<file path="src/source/decode_pkg.sv">
// ~~~~~~~~~~~~~~~~~~~~~~~~~~~~~~~~~~~~~~~~~~~~~~~~~
// RV32I opcode, funct3, ALU and memory op constants
// and the instruction word union with its two views
// ~~~~~~~~~~~~~~~~~~~~~~~~~~~~~~~~~~~~~~~~~~~~~~~~~
package decode_pkg;

	localparam int arch_reg_width = 5;
	localparam int inst_width = 32;

	// base opcodes, all zero is the no-op
	localparam logic [6:0] op_r      = 7'b0110011;
	localparam logic [6:0] op_i      = 7'b0010011;
	localparam logic [6:0] op_load   = 7'b0000011;
	localparam logic [6:0] op_store  = 7'b0100011;
	localparam logic [6:0] op_branch = 7'b1100011;
	localparam logic [6:0] op_lui    = 7'b0110111;
	localparam logic [6:0] op_jal    = 7'b1101111;
	localparam logic [6:0] op_nop    = 7'b0000000;

	// funct3 of the arithmetic group
	localparam logic [2:0] f3_add_sub = 3'b000;
	localparam logic [2:0] f3_sll     = 3'b001;
	localparam logic [2:0] f3_slt     = 3'b010;
	localparam logic [2:0] f3_sltu    = 3'b011;
	localparam logic [2:0] f3_xor     = 3'b100;
	localparam logic [2:0] f3_srl_sra = 3'b101;
	localparam logic [2:0] f3_or      = 3'b110;
	localparam logic [2:0] f3_and     = 3'b111;

	localparam logic [3:0] alu_add = 4'd0;
	localparam logic [3:0] alu_sub = 4'd1;
	localparam logic [3:0] alu_and = 4'd2;
	localparam logic [3:0] alu_or  = 4'd3;
	localparam logic [3:0] alu_xor = 4'd4;
	localparam logic [3:0] alu_sll = 4'd5;
	localparam logic [3:0] alu_srl = 4'd6;
	localparam logic [3:0] alu_sra = 4'd7;
	localparam logic [3:0] alu_slt = 4'd8;

	localparam logic [1:0] mem_none  = 2'd0;
	localparam logic [1:0] mem_load  = 2'd1;
	localparam logic [1:0] mem_store = 2'd2;

	// register layout and store layout of the same word
	typedef union packed {
		struct packed {
			logic [6:0] funct7;
			logic [arch_reg_width-1:0] rs2;
			logic [arch_reg_width-1:0] rs1;
			logic [2:0] funct3;
			logic [arch_reg_width-1:0] rd;
			logic [6:0] opcode;
		} r_view;
		struct packed {
			logic [6:0] imm_hi;
			logic [arch_reg_width-1:0] rs2;
			logic [arch_reg_width-1:0] rs1;
			logic [2:0] funct3;
			logic [4:0] imm_lo;
			logic [6:0] opcode;
		} s_view;
	} inst_word_t;

endpackage

</file>
<file path="src/source/control_unit.sv">
// ~~~~~~~~~~~~~~~~~~~~~~~~~~~~~~~~~~~~~~~~~~~~~~~~~
// opcode and funct decode into control fields
// ~~~~~~~~~~~~~~~~~~~~~~~~~~~~~~~~~~~~~~~~~~~~~~~~~
`timescale 1ns/1ps

module control_unit (
	input  decode_pkg::inst_word_t cur_inst,
	output logic [3:0] alu_op,
	output logic alu_src_imm,
	output logic [1:0] mem_op,
	output logic is_branch,
	output logic reg_write
);

	logic writes;

	// alt selects sub/sra, only honoured for sub on register ops
	function automatic logic [3:0] alu_from_funct(input logic [2:0] f3, input logic alt,
			input logic is_reg);
		case (f3)
			decode_pkg::f3_add_sub: return (alt && is_reg) ? decode_pkg::alu_sub
				: decode_pkg::alu_add;
			decode_pkg::f3_sll: return decode_pkg::alu_sll;
			decode_pkg::f3_slt, decode_pkg::f3_sltu: return decode_pkg::alu_slt;
			decode_pkg::f3_xor: return decode_pkg::alu_xor;
			decode_pkg::f3_srl_sra: return alt ? decode_pkg::alu_sra : decode_pkg::alu_srl;
			decode_pkg::f3_or: return decode_pkg::alu_or;
			default: return decode_pkg::alu_and;
		endcase
	endfunction

	always_comb begin
		alu_op = decode_pkg::alu_add;
		alu_src_imm = 1'b0;
		mem_op = decode_pkg::mem_none;
		is_branch = 1'b0;
		writes = 1'b0;
		case (cur_inst.r_view.opcode)
			decode_pkg::op_r: begin
				alu_op = alu_from_funct(cur_inst.r_view.funct3, cur_inst.r_view.funct7[5], 1'b1);
				writes = 1'b1;
			end
			decode_pkg::op_i: begin
				alu_op = alu_from_funct(cur_inst.r_view.funct3, cur_inst.r_view.funct7[5], 1'b0);
				alu_src_imm = 1'b1;
				writes = 1'b1;
			end
			decode_pkg::op_load: begin
				alu_src_imm = 1'b1;
				mem_op = decode_pkg::mem_load;
				writes = 1'b1;
			end
			decode_pkg::op_store: begin
				alu_src_imm = 1'b1;
				mem_op = decode_pkg::mem_store;
			end
			// compare both sources
			decode_pkg::op_branch: begin
				alu_op = decode_pkg::alu_sub;
				is_branch = 1'b1;
			end
			decode_pkg::op_lui: begin
				alu_src_imm = 1'b1;
				writes = 1'b1;
			end
			// jump with link
			decode_pkg::op_jal: begin
				alu_src_imm = 1'b1;
				is_branch = 1'b1;
				writes = 1'b1;
			end
			default: begin
				writes = 1'b0;
			end
		endcase
	end

	// writes to x0 are dropped
	assign reg_write = writes & (cur_inst.r_view.rd != '0);

endmodule

</file>
<file path="src/source/decode_stage.sv">
// ~~~~~~~~~~~~~~~~~~~~~~~~~~~~~~~~~~~~~~~~~~~~~~~~~
// decode and rename stage top level
// input buffer, decode, rename, tags, output register
// ~~~~~~~~~~~~~~~~~~~~~~~~~~~~~~~~~~~~~~~~~~~~~~~~~
`timescale 1ns/1ps

module decode_stage #(
	parameter int phys_reg_count = 64,
	parameter int rob_size = 16,
	parameter int commit_width = 2,
	parameter int addr_width = 32,
	localparam int phys_reg_width = $clog2(phys_reg_count),
	localparam int tag_width = $clog2(rob_size)
) (
	input  logic clk,
	input  logic reset,
	input  logic inst_valid,
	input  decode_pkg::inst_word_t inst,
	input  logic [addr_width-1:0] pc,
	input  logic stall,
	input  logic flush,
	input  logic [commit_width-1:0] commit_valid,
	input  logic [commit_width-1:0] commit_writes,
	input  logic [commit_width-1:0][phys_reg_width-1:0] commit_phys,
	output logic inst_ready,
	output logic out_valid,
	output logic [addr_width-1:0] out_pc,
	output logic [tag_width-1:0] out_tag,
	output logic rob_full,
	output logic [3:0] alu_op,
	output logic alu_src_imm,
	output logic [1:0] mem_op,
	output logic is_branch,
	output logic reg_write,
	output logic [phys_reg_width-1:0] phys_rs1,
	output logic [phys_reg_width-1:0] phys_rs2,
	output logic [phys_reg_width-1:0] phys_rd,
	output logic [decode_pkg::arch_reg_width-1:0] arch_rd,
	output logic [decode_pkg::inst_width-1:0] immediate
);

	logic cur_valid;
	decode_pkg::inst_word_t cur_inst;
	logic [addr_width-1:0] cur_pc;
	logic accept;
	logic can_rename;
	logic [tag_width-1:0] next_tag;

	// decoded, not yet registered
	logic [3:0] dec_alu_op;
	logic dec_alu_src_imm;
	logic [1:0] dec_mem_op;
	logic dec_is_branch;
	logic dec_reg_write;
	logic [decode_pkg::inst_width-1:0] dec_immediate;
	logic [phys_reg_width-1:0] ren_rs1;
	logic [phys_reg_width-1:0] ren_rs2;
	logic [phys_reg_width-1:0] ren_rd;

	issue_buffer #(.addr_width(addr_width)) buffer0 (
		.clk(clk), .reset(reset), .inst_valid(inst_valid), .inst(inst), .pc(pc),
		.stall(stall), .flush(flush), .can_rename(can_rename), .rob_full(rob_full),
		.writes_rd(dec_reg_write), .inst_ready(inst_ready), .cur_valid(cur_valid),
		.cur_inst(cur_inst), .cur_pc(cur_pc), .accept(accept)
	);

	control_unit control0 (
		.cur_inst(cur_inst), .alu_op(dec_alu_op), .alu_src_imm(dec_alu_src_imm),
		.mem_op(dec_mem_op), .is_branch(dec_is_branch), .reg_write(dec_reg_write)
	);

	imm_generator imm0 (.cur_inst(cur_inst), .immediate(dec_immediate));

	register_alias_table #(
		.phys_reg_count(phys_reg_count), .phys_reg_width(phys_reg_width),
		.commit_width(commit_width)
	) rat0 (
		.clk(clk), .reset(reset), .cur_inst(cur_inst), .reg_write(dec_reg_write),
		.accept(accept), .commit_valid(commit_valid), .commit_writes(commit_writes),
		.commit_phys(commit_phys), .phys_rs1(ren_rs1), .phys_rs2(ren_rs2),
		.phys_rd(ren_rd), .can_rename(can_rename)
	);

	tag_allocator #(
		.rob_size(rob_size), .tag_width(tag_width), .commit_width(commit_width)
	) tags0 (
		.clk(clk), .reset(reset), .accept(accept), .commit_valid(commit_valid),
		.next_tag(next_tag), .rob_full(rob_full)
	);

	issue_register #(
		.addr_width(addr_width), .phys_reg_width(phys_reg_width), .tag_width(tag_width)
	) out0 (
		.clk(clk), .reset(reset), .accept(accept), .flush(flush), .cur_valid(cur_valid),
		.cur_pc(cur_pc), .next_tag(next_tag), .dec_alu_op(dec_alu_op),
		.dec_alu_src_imm(dec_alu_src_imm), .dec_mem_op(dec_mem_op),
		.dec_is_branch(dec_is_branch), .dec_reg_write(dec_reg_write),
		.dec_immediate(dec_immediate), .ren_rs1(ren_rs1), .ren_rs2(ren_rs2),
		.ren_rd(ren_rd), .cur_rd(cur_inst.r_view.rd), .out_valid(out_valid),
		.out_pc(out_pc), .out_tag(out_tag), .alu_op(alu_op), .alu_src_imm(alu_src_imm),
		.mem_op(mem_op), .is_branch(is_branch), .reg_write(reg_write),
		.phys_rs1(phys_rs1), .phys_rs2(phys_rs2), .phys_rd(phys_rd), .arch_rd(arch_rd),
		.immediate(immediate)
	);

endmodule

</file>
<file path="src/source/imm_generator.sv">
// ~~~~~~~~~~~~~~~~~~~~~~~~~~~~~~~~~~~~~~~~~~~~~~~~~
// sign-extended immediate per instruction format
// ~~~~~~~~~~~~~~~~~~~~~~~~~~~~~~~~~~~~~~~~~~~~~~~~~
`timescale 1ns/1ps

module imm_generator (
	input  decode_pkg::inst_word_t cur_inst,
	output logic [decode_pkg::inst_width-1:0] immediate
);

	logic [decode_pkg::inst_width-1:0] w;

	assign w = cur_inst;

	always_comb begin
		case (cur_inst.r_view.opcode)
			// I format
			decode_pkg::op_i, decode_pkg::op_load:
				immediate = {{20{w[31]}}, w[31:20]};
			// S format, split around rd
			decode_pkg::op_store:
				immediate = {{20{cur_inst.s_view.imm_hi[6]}}, cur_inst.s_view.imm_hi,
					cur_inst.s_view.imm_lo};
			// B format, even offsets
			decode_pkg::op_branch:
				immediate = {{19{w[31]}}, w[31], w[7], w[30:25], w[11:8], 1'b0};
			decode_pkg::op_lui:
				immediate = {w[31:12], 12'b0};
			// J format
			decode_pkg::op_jal:
				immediate = {{11{w[31]}}, w[31], w[19:12], w[20], w[30:21], 1'b0};
			default:
				immediate = '0;
		endcase
	end

endmodule

</file>
<file path="src/source/issue_buffer.sv">
// ~~~~~~~~~~~~~~~~~~~~~~~~~~~~~~~~~~~~~~~~~~~~~~~~~
// holding register for a stalled instruction
// and the accept decision of the stage
// ~~~~~~~~~~~~~~~~~~~~~~~~~~~~~~~~~~~~~~~~~~~~~~~~~
`timescale 1ns/1ps

module issue_buffer #(
	parameter int addr_width = 32
) (
	input  logic clk,
	input  logic reset,
	input  logic inst_valid,
	input  decode_pkg::inst_word_t inst,
	input  logic [addr_width-1:0] pc,
	input  logic stall,
	input  logic flush,
	input  logic can_rename,
	input  logic rob_full,
	input  logic writes_rd,
	output logic inst_ready,
	output logic cur_valid,
	output decode_pkg::inst_word_t cur_inst,
	output logic [addr_width-1:0] cur_pc,
	output logic accept
);

	logic held_valid;
	decode_pkg::inst_word_t held_inst;
	logic [addr_width-1:0] held_pc;

	// held copy wins over the fetch input
	assign cur_valid = held_valid | inst_valid;
	assign cur_inst = held_valid ? held_inst : inst;
	assign cur_pc = held_valid ? held_pc : pc;
	assign inst_ready = ~held_valid;

	// a free register only matters for a writer
	assign accept = cur_valid & ~stall & ~flush & ~rob_full & (can_rename | ~writes_rd);

	always_ff @(posedge clk or posedge reset) begin
		if (reset) begin
			held_valid <= 1'b0;
		end else begin
			held_valid <= cur_valid & ~accept & ~flush;
		end
	end

	always_ff @(posedge clk) begin
		if (cur_valid && !accept) begin
			held_inst <= cur_inst;
			held_pc <= cur_pc;
		end
	end

endmodule

</file>
<file path="src/source/issue_register.sv">
// ~~~~~~~~~~~~~~~~~~~~~~~~~~~~~~~~~~~~~~~~~~~~~~~~~
// output register of the stage
// ~~~~~~~~~~~~~~~~~~~~~~~~~~~~~~~~~~~~~~~~~~~~~~~~~
`timescale 1ns/1ps

module issue_register #(
	parameter int addr_width = 32,
	parameter int phys_reg_width = 6,
	parameter int tag_width = 4
) (
	input  logic clk,
	input  logic reset,
	input  logic accept,
	input  logic flush,
	input  logic cur_valid,
	input  logic [addr_width-1:0] cur_pc,
	input  logic [tag_width-1:0] next_tag,
	input  logic [3:0] dec_alu_op,
	input  logic dec_alu_src_imm,
	input  logic [1:0] dec_mem_op,
	input  logic dec_is_branch,
	input  logic dec_reg_write,
	input  logic [decode_pkg::inst_width-1:0] dec_immediate,
	input  logic [phys_reg_width-1:0] ren_rs1,
	input  logic [phys_reg_width-1:0] ren_rs2,
	input  logic [phys_reg_width-1:0] ren_rd,
	input  logic [decode_pkg::arch_reg_width-1:0] cur_rd,
	output logic out_valid,
	output logic [addr_width-1:0] out_pc,
	output logic [tag_width-1:0] out_tag,
	output logic [3:0] alu_op,
	output logic alu_src_imm,
	output logic [1:0] mem_op,
	output logic is_branch,
	output logic reg_write,
	output logic [phys_reg_width-1:0] phys_rs1,
	output logic [phys_reg_width-1:0] phys_rs2,
	output logic [phys_reg_width-1:0] phys_rd,
	output logic [decode_pkg::arch_reg_width-1:0] arch_rd,
	output logic [decode_pkg::inst_width-1:0] immediate
);

	// valid for one cycle per accept
	always_ff @(posedge clk or posedge reset) begin
		if (reset) begin
			out_valid <= 1'b0;
		end else begin
			out_valid <= accept & cur_valid & ~flush;
		end
	end

	always_ff @(posedge clk) begin
		if (accept) begin
			out_pc <= cur_pc;
			out_tag <= next_tag;
			alu_op <= dec_alu_op;
			alu_src_imm <= dec_alu_src_imm;
			mem_op <= dec_mem_op;
			is_branch <= dec_is_branch;
			reg_write <= dec_reg_write;
			immediate <= dec_immediate;
			phys_rs1 <= ren_rs1;
			phys_rs2 <= ren_rs2;
			phys_rd <= ren_rd;
			arch_rd <= cur_rd;
		end
	end

endmodule

</file>
<file path="src/source/register_alias_table.sv">
// ~~~~~~~~~~~~~~~~~~~~~~~~~~~~~~~~~~~~~~~~~~~~~~~~~
// architectural to physical map table
// and circular free list of physical registers
// ~~~~~~~~~~~~~~~~~~~~~~~~~~~~~~~~~~~~~~~~~~~~~~~~~
`timescale 1ns/1ps

module register_alias_table #(
	parameter int phys_reg_count = 64,
	parameter int phys_reg_width = $clog2(phys_reg_count),
	parameter int commit_width = 2
) (
	input  logic clk,
	input  logic reset,
	input  decode_pkg::inst_word_t cur_inst,
	input  logic reg_write,
	input  logic accept,
	input  logic [commit_width-1:0] commit_valid,
	input  logic [commit_width-1:0] commit_writes,
	input  logic [commit_width-1:0][phys_reg_width-1:0] commit_phys,
	output logic [phys_reg_width-1:0] phys_rs1,
	output logic [phys_reg_width-1:0] phys_rs2,
	output logic [phys_reg_width-1:0] phys_rd,
	output logic can_rename
);

	localparam int arch_regs = 2 ** decode_pkg::arch_reg_width;
	localparam int free_size = phys_reg_count - arch_regs;
	localparam int ptr_width = $clog2(free_size);
	localparam int cnt_width = $clog2(free_size + 1);

	logic [phys_reg_width-1:0] map_table [arch_regs];
	logic [phys_reg_width-1:0] free_list [free_size];
	logic [ptr_width-1:0] head;
	logic [ptr_width-1:0] tail;
	logic [cnt_width-1:0] free_cnt;
	logic [ptr_width-1:0] push_ptr [commit_width];
	logic [commit_width-1:0] push;
	logic [ptr_width-1:0] tail_next;
	logic [cnt_width-1:0] push_cnt;
	logic pop;

	function automatic logic [ptr_width-1:0] next_ptr(input logic [ptr_width-1:0] p);
		return (p == ptr_width'(free_size - 1)) ? '0 : p + 1'b1;
	endfunction

	// sources see the map before this rename
	assign phys_rs1 = map_table[cur_inst.r_view.rs1];
	assign phys_rs2 = map_table[cur_inst.r_view.rs2];
	assign phys_rd = free_list[head];
	assign can_rename = free_cnt != '0;
	assign pop = accept & reg_write;
	assign push = commit_valid & commit_writes;

	// pushing lanes take consecutive slots in lane order
	always_comb begin
		tail_next = tail;
		push_cnt = '0;
		for (int i = 0; i < commit_width; i++) begin
			push_ptr[i] = tail_next;
			if (push[i]) begin
				tail_next = next_ptr(tail_next);
				push_cnt = push_cnt + 1'b1;
			end
		end
	end

	always_ff @(posedge clk or posedge reset) begin
		if (reset) begin
			for (int i = 0; i < arch_regs; i++) begin
				map_table[i] <= phys_reg_width'(i);
			end
			for (int i = 0; i < free_size; i++) begin
				free_list[i] <= phys_reg_width'(arch_regs + i);
			end
			head <= '0;
			tail <= '0;
			free_cnt <= cnt_width'(free_size);
		end else begin
			if (pop) begin
				map_table[cur_inst.r_view.rd] <= free_list[head];
				head <= next_ptr(head);
			end
			for (int i = 0; i < commit_width; i++) begin
				if (push[i]) begin
					free_list[push_ptr[i]] <= commit_phys[i];
				end
			end
			tail <= tail_next;
			free_cnt <= free_cnt + push_cnt - cnt_width'(pop);
		end
	end

endmodule

</file>
<file path="src/source/tag_allocator.sv">
// ~~~~~~~~~~~~~~~~~~~~~~~~~~~~~~~~~~~~~~~~~~~~~~~~~
// in-order reorder buffer tag counter
// with in-flight count and full flag
// ~~~~~~~~~~~~~~~~~~~~~~~~~~~~~~~~~~~~~~~~~~~~~~~~~
`timescale 1ns/1ps

module tag_allocator #(
	parameter int rob_size = 16,
	parameter int tag_width = $clog2(rob_size),
	parameter int commit_width = 2
) (
	input  logic clk,
	input  logic reset,
	input  logic accept,
	input  logic [commit_width-1:0] commit_valid,
	output logic [tag_width-1:0] next_tag,
	output logic rob_full
);

	logic [tag_width:0] in_flight;
	logic [tag_width:0] retired;

	// commits are in order so only their number matters
	always_comb begin
		retired = '0;
		for (int i = 0; i < commit_width; i++) begin
			retired = retired + commit_valid[i];
		end
	end

	assign rob_full = in_flight == (tag_width + 1)'(rob_size);

	always_ff @(posedge clk or posedge reset) begin
		if (reset) begin
			next_tag <= '0;
			in_flight <= '0;
		end else begin
			if (accept) begin
				next_tag <= (next_tag == tag_width'(rob_size - 1)) ? '0 : next_tag + 1'b1;
			end
			in_flight <= in_flight + (tag_width + 1)'(accept) - retired;
		end
	end

endmodule

</file>
<file path="config.mk">
export PLATFORM = sky130hd
export DESIGN_NAME = decode_stage
export DESIGN_NICKNAME = d
export VERILOG_FILES = /design/src/source/decode_pkg.sv /design/src/source/control_unit.sv /design/src/source/decode_stage.sv /design/src/source/imm_generator.sv /design/src/source/issue_buffer.sv /design/src/source/issue_register.sv /design/src/source/register_alias_table.sv /design/src/source/tag_allocator.sv
export SDC_FILE = /design/constraint.sdc
export NUM_CORES = 2
export LEC_CHECK = 0
export ABC_AREA = 1
export BUFFER_PORTS_ARGS = -buffer_cell sky130_fd_sc_hd__buf_4
export CAP_MARGIN = 20
export CELL_PAD_IN_SITES_DETAIL_PLACEMENT = 0
export CELL_PAD_IN_SITES_GLOBAL_PLACEMENT = 1
export CORE_UTILIZATION = 30
export DETAILED_ROUTE_END_ITERATION = 6
export PLACE_DENSITY = 0.57
export SLEW_MARGIN = 20
export SYNTH_ARGS = -nofsm -noshare
export SYNTH_HDL_FRONTEND = slang
export SYNTH_HIERARCHICAL = 1
export SYNTH_SLANG_ARGS = --single-unit
</file>
<file path="constraint.sdc">
create_clock -name clk -period 15.35 [get_ports clk]
set_input_delay 1.535 -clock clk [delete_from_list [all_inputs] [get_ports clk]]
set_output_delay 1.535 -clock clk [all_outputs]
set_load 0.05 [all_outputs]
</file>
Word-level counts from Yosys, hierarchy flattened
Index checks and enable logic that the tools add are counted.

storage, ports and cells
  register bits after elaboration = 575
  output and inout bits = 103
  bits of input ports = 85
  logic and storage cells = 200

cells by class
  equality and inequality tests = 18
  reductions and logical operators = 13
  mux-type cells = 40
  add/subtract/negate cells = 10
  bitwise gates (word level) = 25
  magnitude comparators = 9

operator list
  cell                                                  count
  bitwise mux 192 bit                                   3
  2-to-1 mux 192 bit                                    2
  case mux 32 bit (5 select lines)                      1
  binary-select mux 6 bit (select 5 bit)                3
  demux 6 bit (select 5 bit)                            3
  2-to-1 mux 32 bit                                     2
  2-to-1 mux 6 bit                                      10
  case mux 4 bit (6 select lines)                       2
  >= comparator 6 bit (second input constant)           6
  inverter 5 -> 6 bit                                   6
  2-to-1 mux 5 bit                                      5
  equality test 7 x 6 -> 1 bit (second input constant)  3
  equality test 5 bit (second input constant)           4
  < comparator 6 x 1 -> 1 bit (second input constant)   3
  adder 5 x 1 -> 5 bit (second input constant)          3
  equality test 7 bit (second input constant)           2
  case mux 4 bit (3 select lines)                       1
  AND 1 bit                                             10
  OR reduction 5 bit                                    2
  equality test 3 bit (second input constant)           3
  equality test 7 x 2 -> 1 bit (second input constant)  1
  equality test 7 x 5 -> 1 bit (second input constant)  1
  adder 6 bit                                           1
  equality test 3 x 2 -> 1 bit (second input constant)  2
  20 further kinds                                      36

Depth between registers and ports, before layout
  word-level depth = 11
  gate-level depth with buffers = 28
  gate-level depth less buffers = 26

Modules after synthesis
Netlist, hierarchy kept.

by module, submodules not included
  module                area an instance (µm²)  times used  cells an instance  seq. area each (µm²)
  register_alias_table  25,022.7                1           3,843              10,251.1
  issue_register        3,041.7                 1           104                3,027.9
  issue_buffer          2,861.5                 1           285                1,946.9
  tag_allocator         543.0                   1           58                 225.2
  imm_generator         508.0                   1           108                0.0
  control_unit          246.5                   1           52                 0.0

Worst setup path before layout
No wires, ideal clock.

  kind = in2reg
  start point = input port inst[6] (netlist bit)
  end point = register buffer0/held_inst[0] (netlist bit) (enable)
  library setup time = 1,064 ps
  data arrival time = 11,080 ps
  stages on the path = 12
  required time = 14,286 ps
  buffers on the path = 0
  setup slack = 3,206 ps
  cell sequence = nand2_1 nand2_1 nand2_1 nor2_2 nand2_1 nand3_1 nor2_1 nor2_1 nand2_1 nand2_1 nor2_1 nor2_1

RTL lines
  element               RTL line            source
  start, declared       decode_stage.sv:18  input decode_pkg::inst_word_t inst,
  end signal, assigned  issue_buffer.sv:50  held_inst <= cur_inst;
  end, declared         issue_buffer.sv:28  decode_pkg::inst_word_t held_inst;

==> flow_summary.json <==
{
  "fmax_ghz": 0.1961,
  "synth_cell_types": 40,
  "cts_resized": 0,
  "rsz0062_at_grt": "no",
  "period_needed_ns": 5.100,
  "grt_pass1_vias": 28662,
  "area_growth_pct": 15.05,
  "max-slew-margin-rel_pct": 28.70,
  "tightest_slew_ns": 1.070,
  "grt_pass1_wl_mm": 192.7,
  "viasPerCell": 4.995,
  "synth_seq_cells": 575,
  "finalInstanceArea_um2": 37070,
  "placementRows": 119,
  "ioPinCount": 188,
  "start_util_pct": 30.44,
  "cp-start-kind": "register",
  "drt_iter0_drc": 2476,
  "setup_tns_ns": 0,
  "fin_crit_sh_pct": 33.22,
  "die_height_um": 329.7,
  "clk_pin_slew_worst_paths_ns": 0.06,
  "seq_area_frac_synth_pct": 47.95,
  "critPathArrivalTime_ns": 5.68,
  "grt_max_degree": 139,
  "syn_nets": 4567,
  "drive_above_1_share_pct": 13.46,
  "wirelength_mm": 128.8,
  "finClkSkew_ns": 0.02383,
  "worst_ir_drop_vdd_mv": 0.1529,
  "finalSetupViolations": 0,
  "syn_area_per_cell_um2": 7.241,
  "crit_type": "register to register",
  "grt_overflow": 0,
  "outcome": "complete, no violations",
  "hold_path_class": "register to register",
  "power_frac_comb_pct": 35.1,
  "crit_slowest_cell": "buf_4",
  "nets": 4624,
  "drtPass1Iterations": 6,
  "slowest_delay_ns": 0.50,
  "cts_tree": "done",
  "path_common_cell": "nand2_1",
  "clkLatencyLatePin_ns": 0.66,
  "yosys_most_used_dff": "dfrtp_1",
  "antenna_found_initial": 0,
  "vias": 29778,
  "gp_congestion": 0.8344,
  "syn_inst": 4450,
  "clock_tree.root_cell": "clkbuf_16",
  "htreeDepth": 3,
  "async_reset_ff_share_pct": 71.48,
  "drt-wirelength-per-cell_um": 21.60,
  "required_ns": 15.93,
  "grt_usage_pct": 23.51,
  "p_clk_share_pct": 29.5,
  "seq_area_um2": 15460,
  "placed_cell_area_um2": 34560,
  "core_um2": 105900,
  "drc": 0,
  "dieArea_um2": 108700,
  "crit_chain": "inv_2 > buf_4 > nand2_1 > nand2_1 > nor3_1 > nor3b_1 > nor2_1 > nand2_1 > nand2_1 > nor2_4 > buf_4 > nand2_1 > clkinv_1 > ha_1 > inv_1 > ha_1 > inv_1 > fa_1 > o21ai_0 > xor2_1",
  "intPower_mw": 3.565,
  "synth-edff-count": 164,
  "n_antenna_cell": 0,
  "cts.hold.buffers_added": 0,
  "clock_sinks": 575,
  "crit_fanout": 52,
  "nFillCells": 11302,
  "power_leakage_nw": 17.30,
  "die-width_um": 329.7,
  "cts_buffers": 76,
  "ys.warnings.count": 6,
  "drv_slew": 0,
  "swShare_pct": 41.37,
  "setup.worst_path.end_class": "register",
  "hold_slack_ns": 0.4738,
  "hpwl_mm": 78.26,
  "port_buffers": 187,
  "cts_buffer_depth": 3,
  "cts_setup_buffers": 0,
  "ant_nets": 0,
  "seqPwrFrac_pct": 35.4,
  "multi_input_area_um2": 14650,
  "drv_cap": 0,
  "hold_viol": 0,
  "powerDensity_nw_per_um2": 164.0,
  "syn_area_um2": 32220,
  "net-switching-power_mw": 2.516
}
## cells in the final DEF, fill, tap and decap left out, types with 17 or more instances in the layout
cell and count:
a21oi_1 29, o21ai_1 18, clkbuf_16 77, edfxtp_1 164, clkbuf_1 20, inv_1 234
nor3_1 17, nand3_1 745, o21ai_0 221, nand2_1 2095, nand2_2 20, dfstp_2 193
nor2_1 120, ha_1 29, dfrtp_1 215, buf_4 230
## layout make-up
type | instances | share of cell area, %
clock buffer | 108 | 5.808
clock inverter | 33 | 0.9146
inverter | 255 | 2.609
multi-input combinational | 3367 | 39.52
sequential | 575 | 41.69
tap | 1391 | 4.694
timing repair buffer | 232 | 4.765
## path summary, 6_finish.rpt
kind / end / cells after the start / startpoint / slack [ns]
setup / recovery: rat0/free_cnt[4]$_DFF_PP0_ / 20 / buffer0/held_valid$_DFF_PP0_ / 10.25
hold reg to reg: rat0/map_table[45]$_DFFE_PP1P_ / 2 / rat0/map_table[45]$_DFFE_PP1P_ / 0.47
max in group asynchronous: rat0/map_table[130]$_DFFE_PP0P_ / 3 / reset / 12.69
hold / removal: rat0/map_table[45]$_DFFE_PP1P_ / 2 / rat0/map_table[45]$_DFFE_PP1P_ / 0.47
min in group asynchronous: out0/out_valid$_DFF_PP0_ / 2 / reset / 0.77
setup reg to reg: rat0/free_cnt[4]$_DFF_PP0_ / 20 / buffer0/held_valid$_DFF_PP0_ / 10.25
## worst max-delay path: cells and delay by family, from the launching register on
kind,cells,cell delay (ns)
flops,1,0.40
simple gates,9,1.55
compound gates,1,0.22
xor+xnor,1,0.16
buf+inv,6,1.67
fa+ha+maj,3,0.97
## state kept, by name (all words and copies together) (netlist names)
signal	flops
out0/out_pc	32
tags0/in_flight	5
buffer0/held_pc	32
out0/phys_rs2	6
rat0/free_list	192
rat0/free_cnt	6
tags0/next_tag	4
out0/alu_op	4
out0/is_branch	1
out0/reg_write	1
rat0/head	5
out0/out_valid	1
rat0/map_table	192
out0/alu_src_imm	1
out0/immediate	32
out0/phys_rs1	6
out0/out_tag	4
out0/phys_rd	6
rat0/tail	5
out0/arch_rd	5
buffer0/held_valid	1
out0/mem_op	2
buffer0/held_inst	32
## layer usage
metal  wire length (um)  global-route usage [%]  share of wire (%)
met5                  0                       0                  0
met1              58850                   32.18                 46
met3               5558                   2.955                4.3
met4               2754                   5.676                2.1
met2              61600                   39.27                 48
## kinds of logic (layout without fill, tap and decap cells)
group           after synthesis  in the layout  synth area share (%)
xor+xnor                      7              7                0.1903
compound gates              284            284                 4.543
buf+inv                     508            628                 6.694
mux                           1              1               0.03494
simple gates               3043           3043                 39.28
fa+ha+maj                    32             32                 1.312
flops                       575            575                 47.95
## Yosys cell counts (29+ instances only)
cell	count	area, um^2
clkbuf_1	141	529.3
inv_1	243	912.1
ha_1	29	362.9
a21oi_1	29	145.1
dfstp_2	193	5071
nand3_1	745	3729
nand2_1	2099	7879
nor2_1	122	457.9
buf_2	80	400.4
edfxtp_1	164	4925
o21ai_0	221	1106
dfrtp_1	218	5455
## power groups by stage
stage / clock network (mW) / registers [mW] / logic [mW]
4_1_cts: 1.85 / 2.15 / 2.13
3_5_place_dp: 0 / 2.18 / 2.12
2_1_floorplan: 0 / 2.16 / 1.36
5_1_grt: 1.90 / 2.19 / 2.35
3_3_place_gp: 0 / 2.18 / 2.12
6_report: 1.79 / 2.15 / 2.14
## through the flow
step	cells	power (mW)	util [%]	setup slack (ns)
after floorplan	4450	3.527	-	3.010
after global placement	5819	4.295	32.65	9.668
after detailed placement	5819	4.293	32.65	9.612
after CTS	5960	6.125	35.00	10.15
after global routing	5961	6.435	35.02	9.736
final	5961	6.082	35.02	10.25
(Power assumes the default switching activity.)
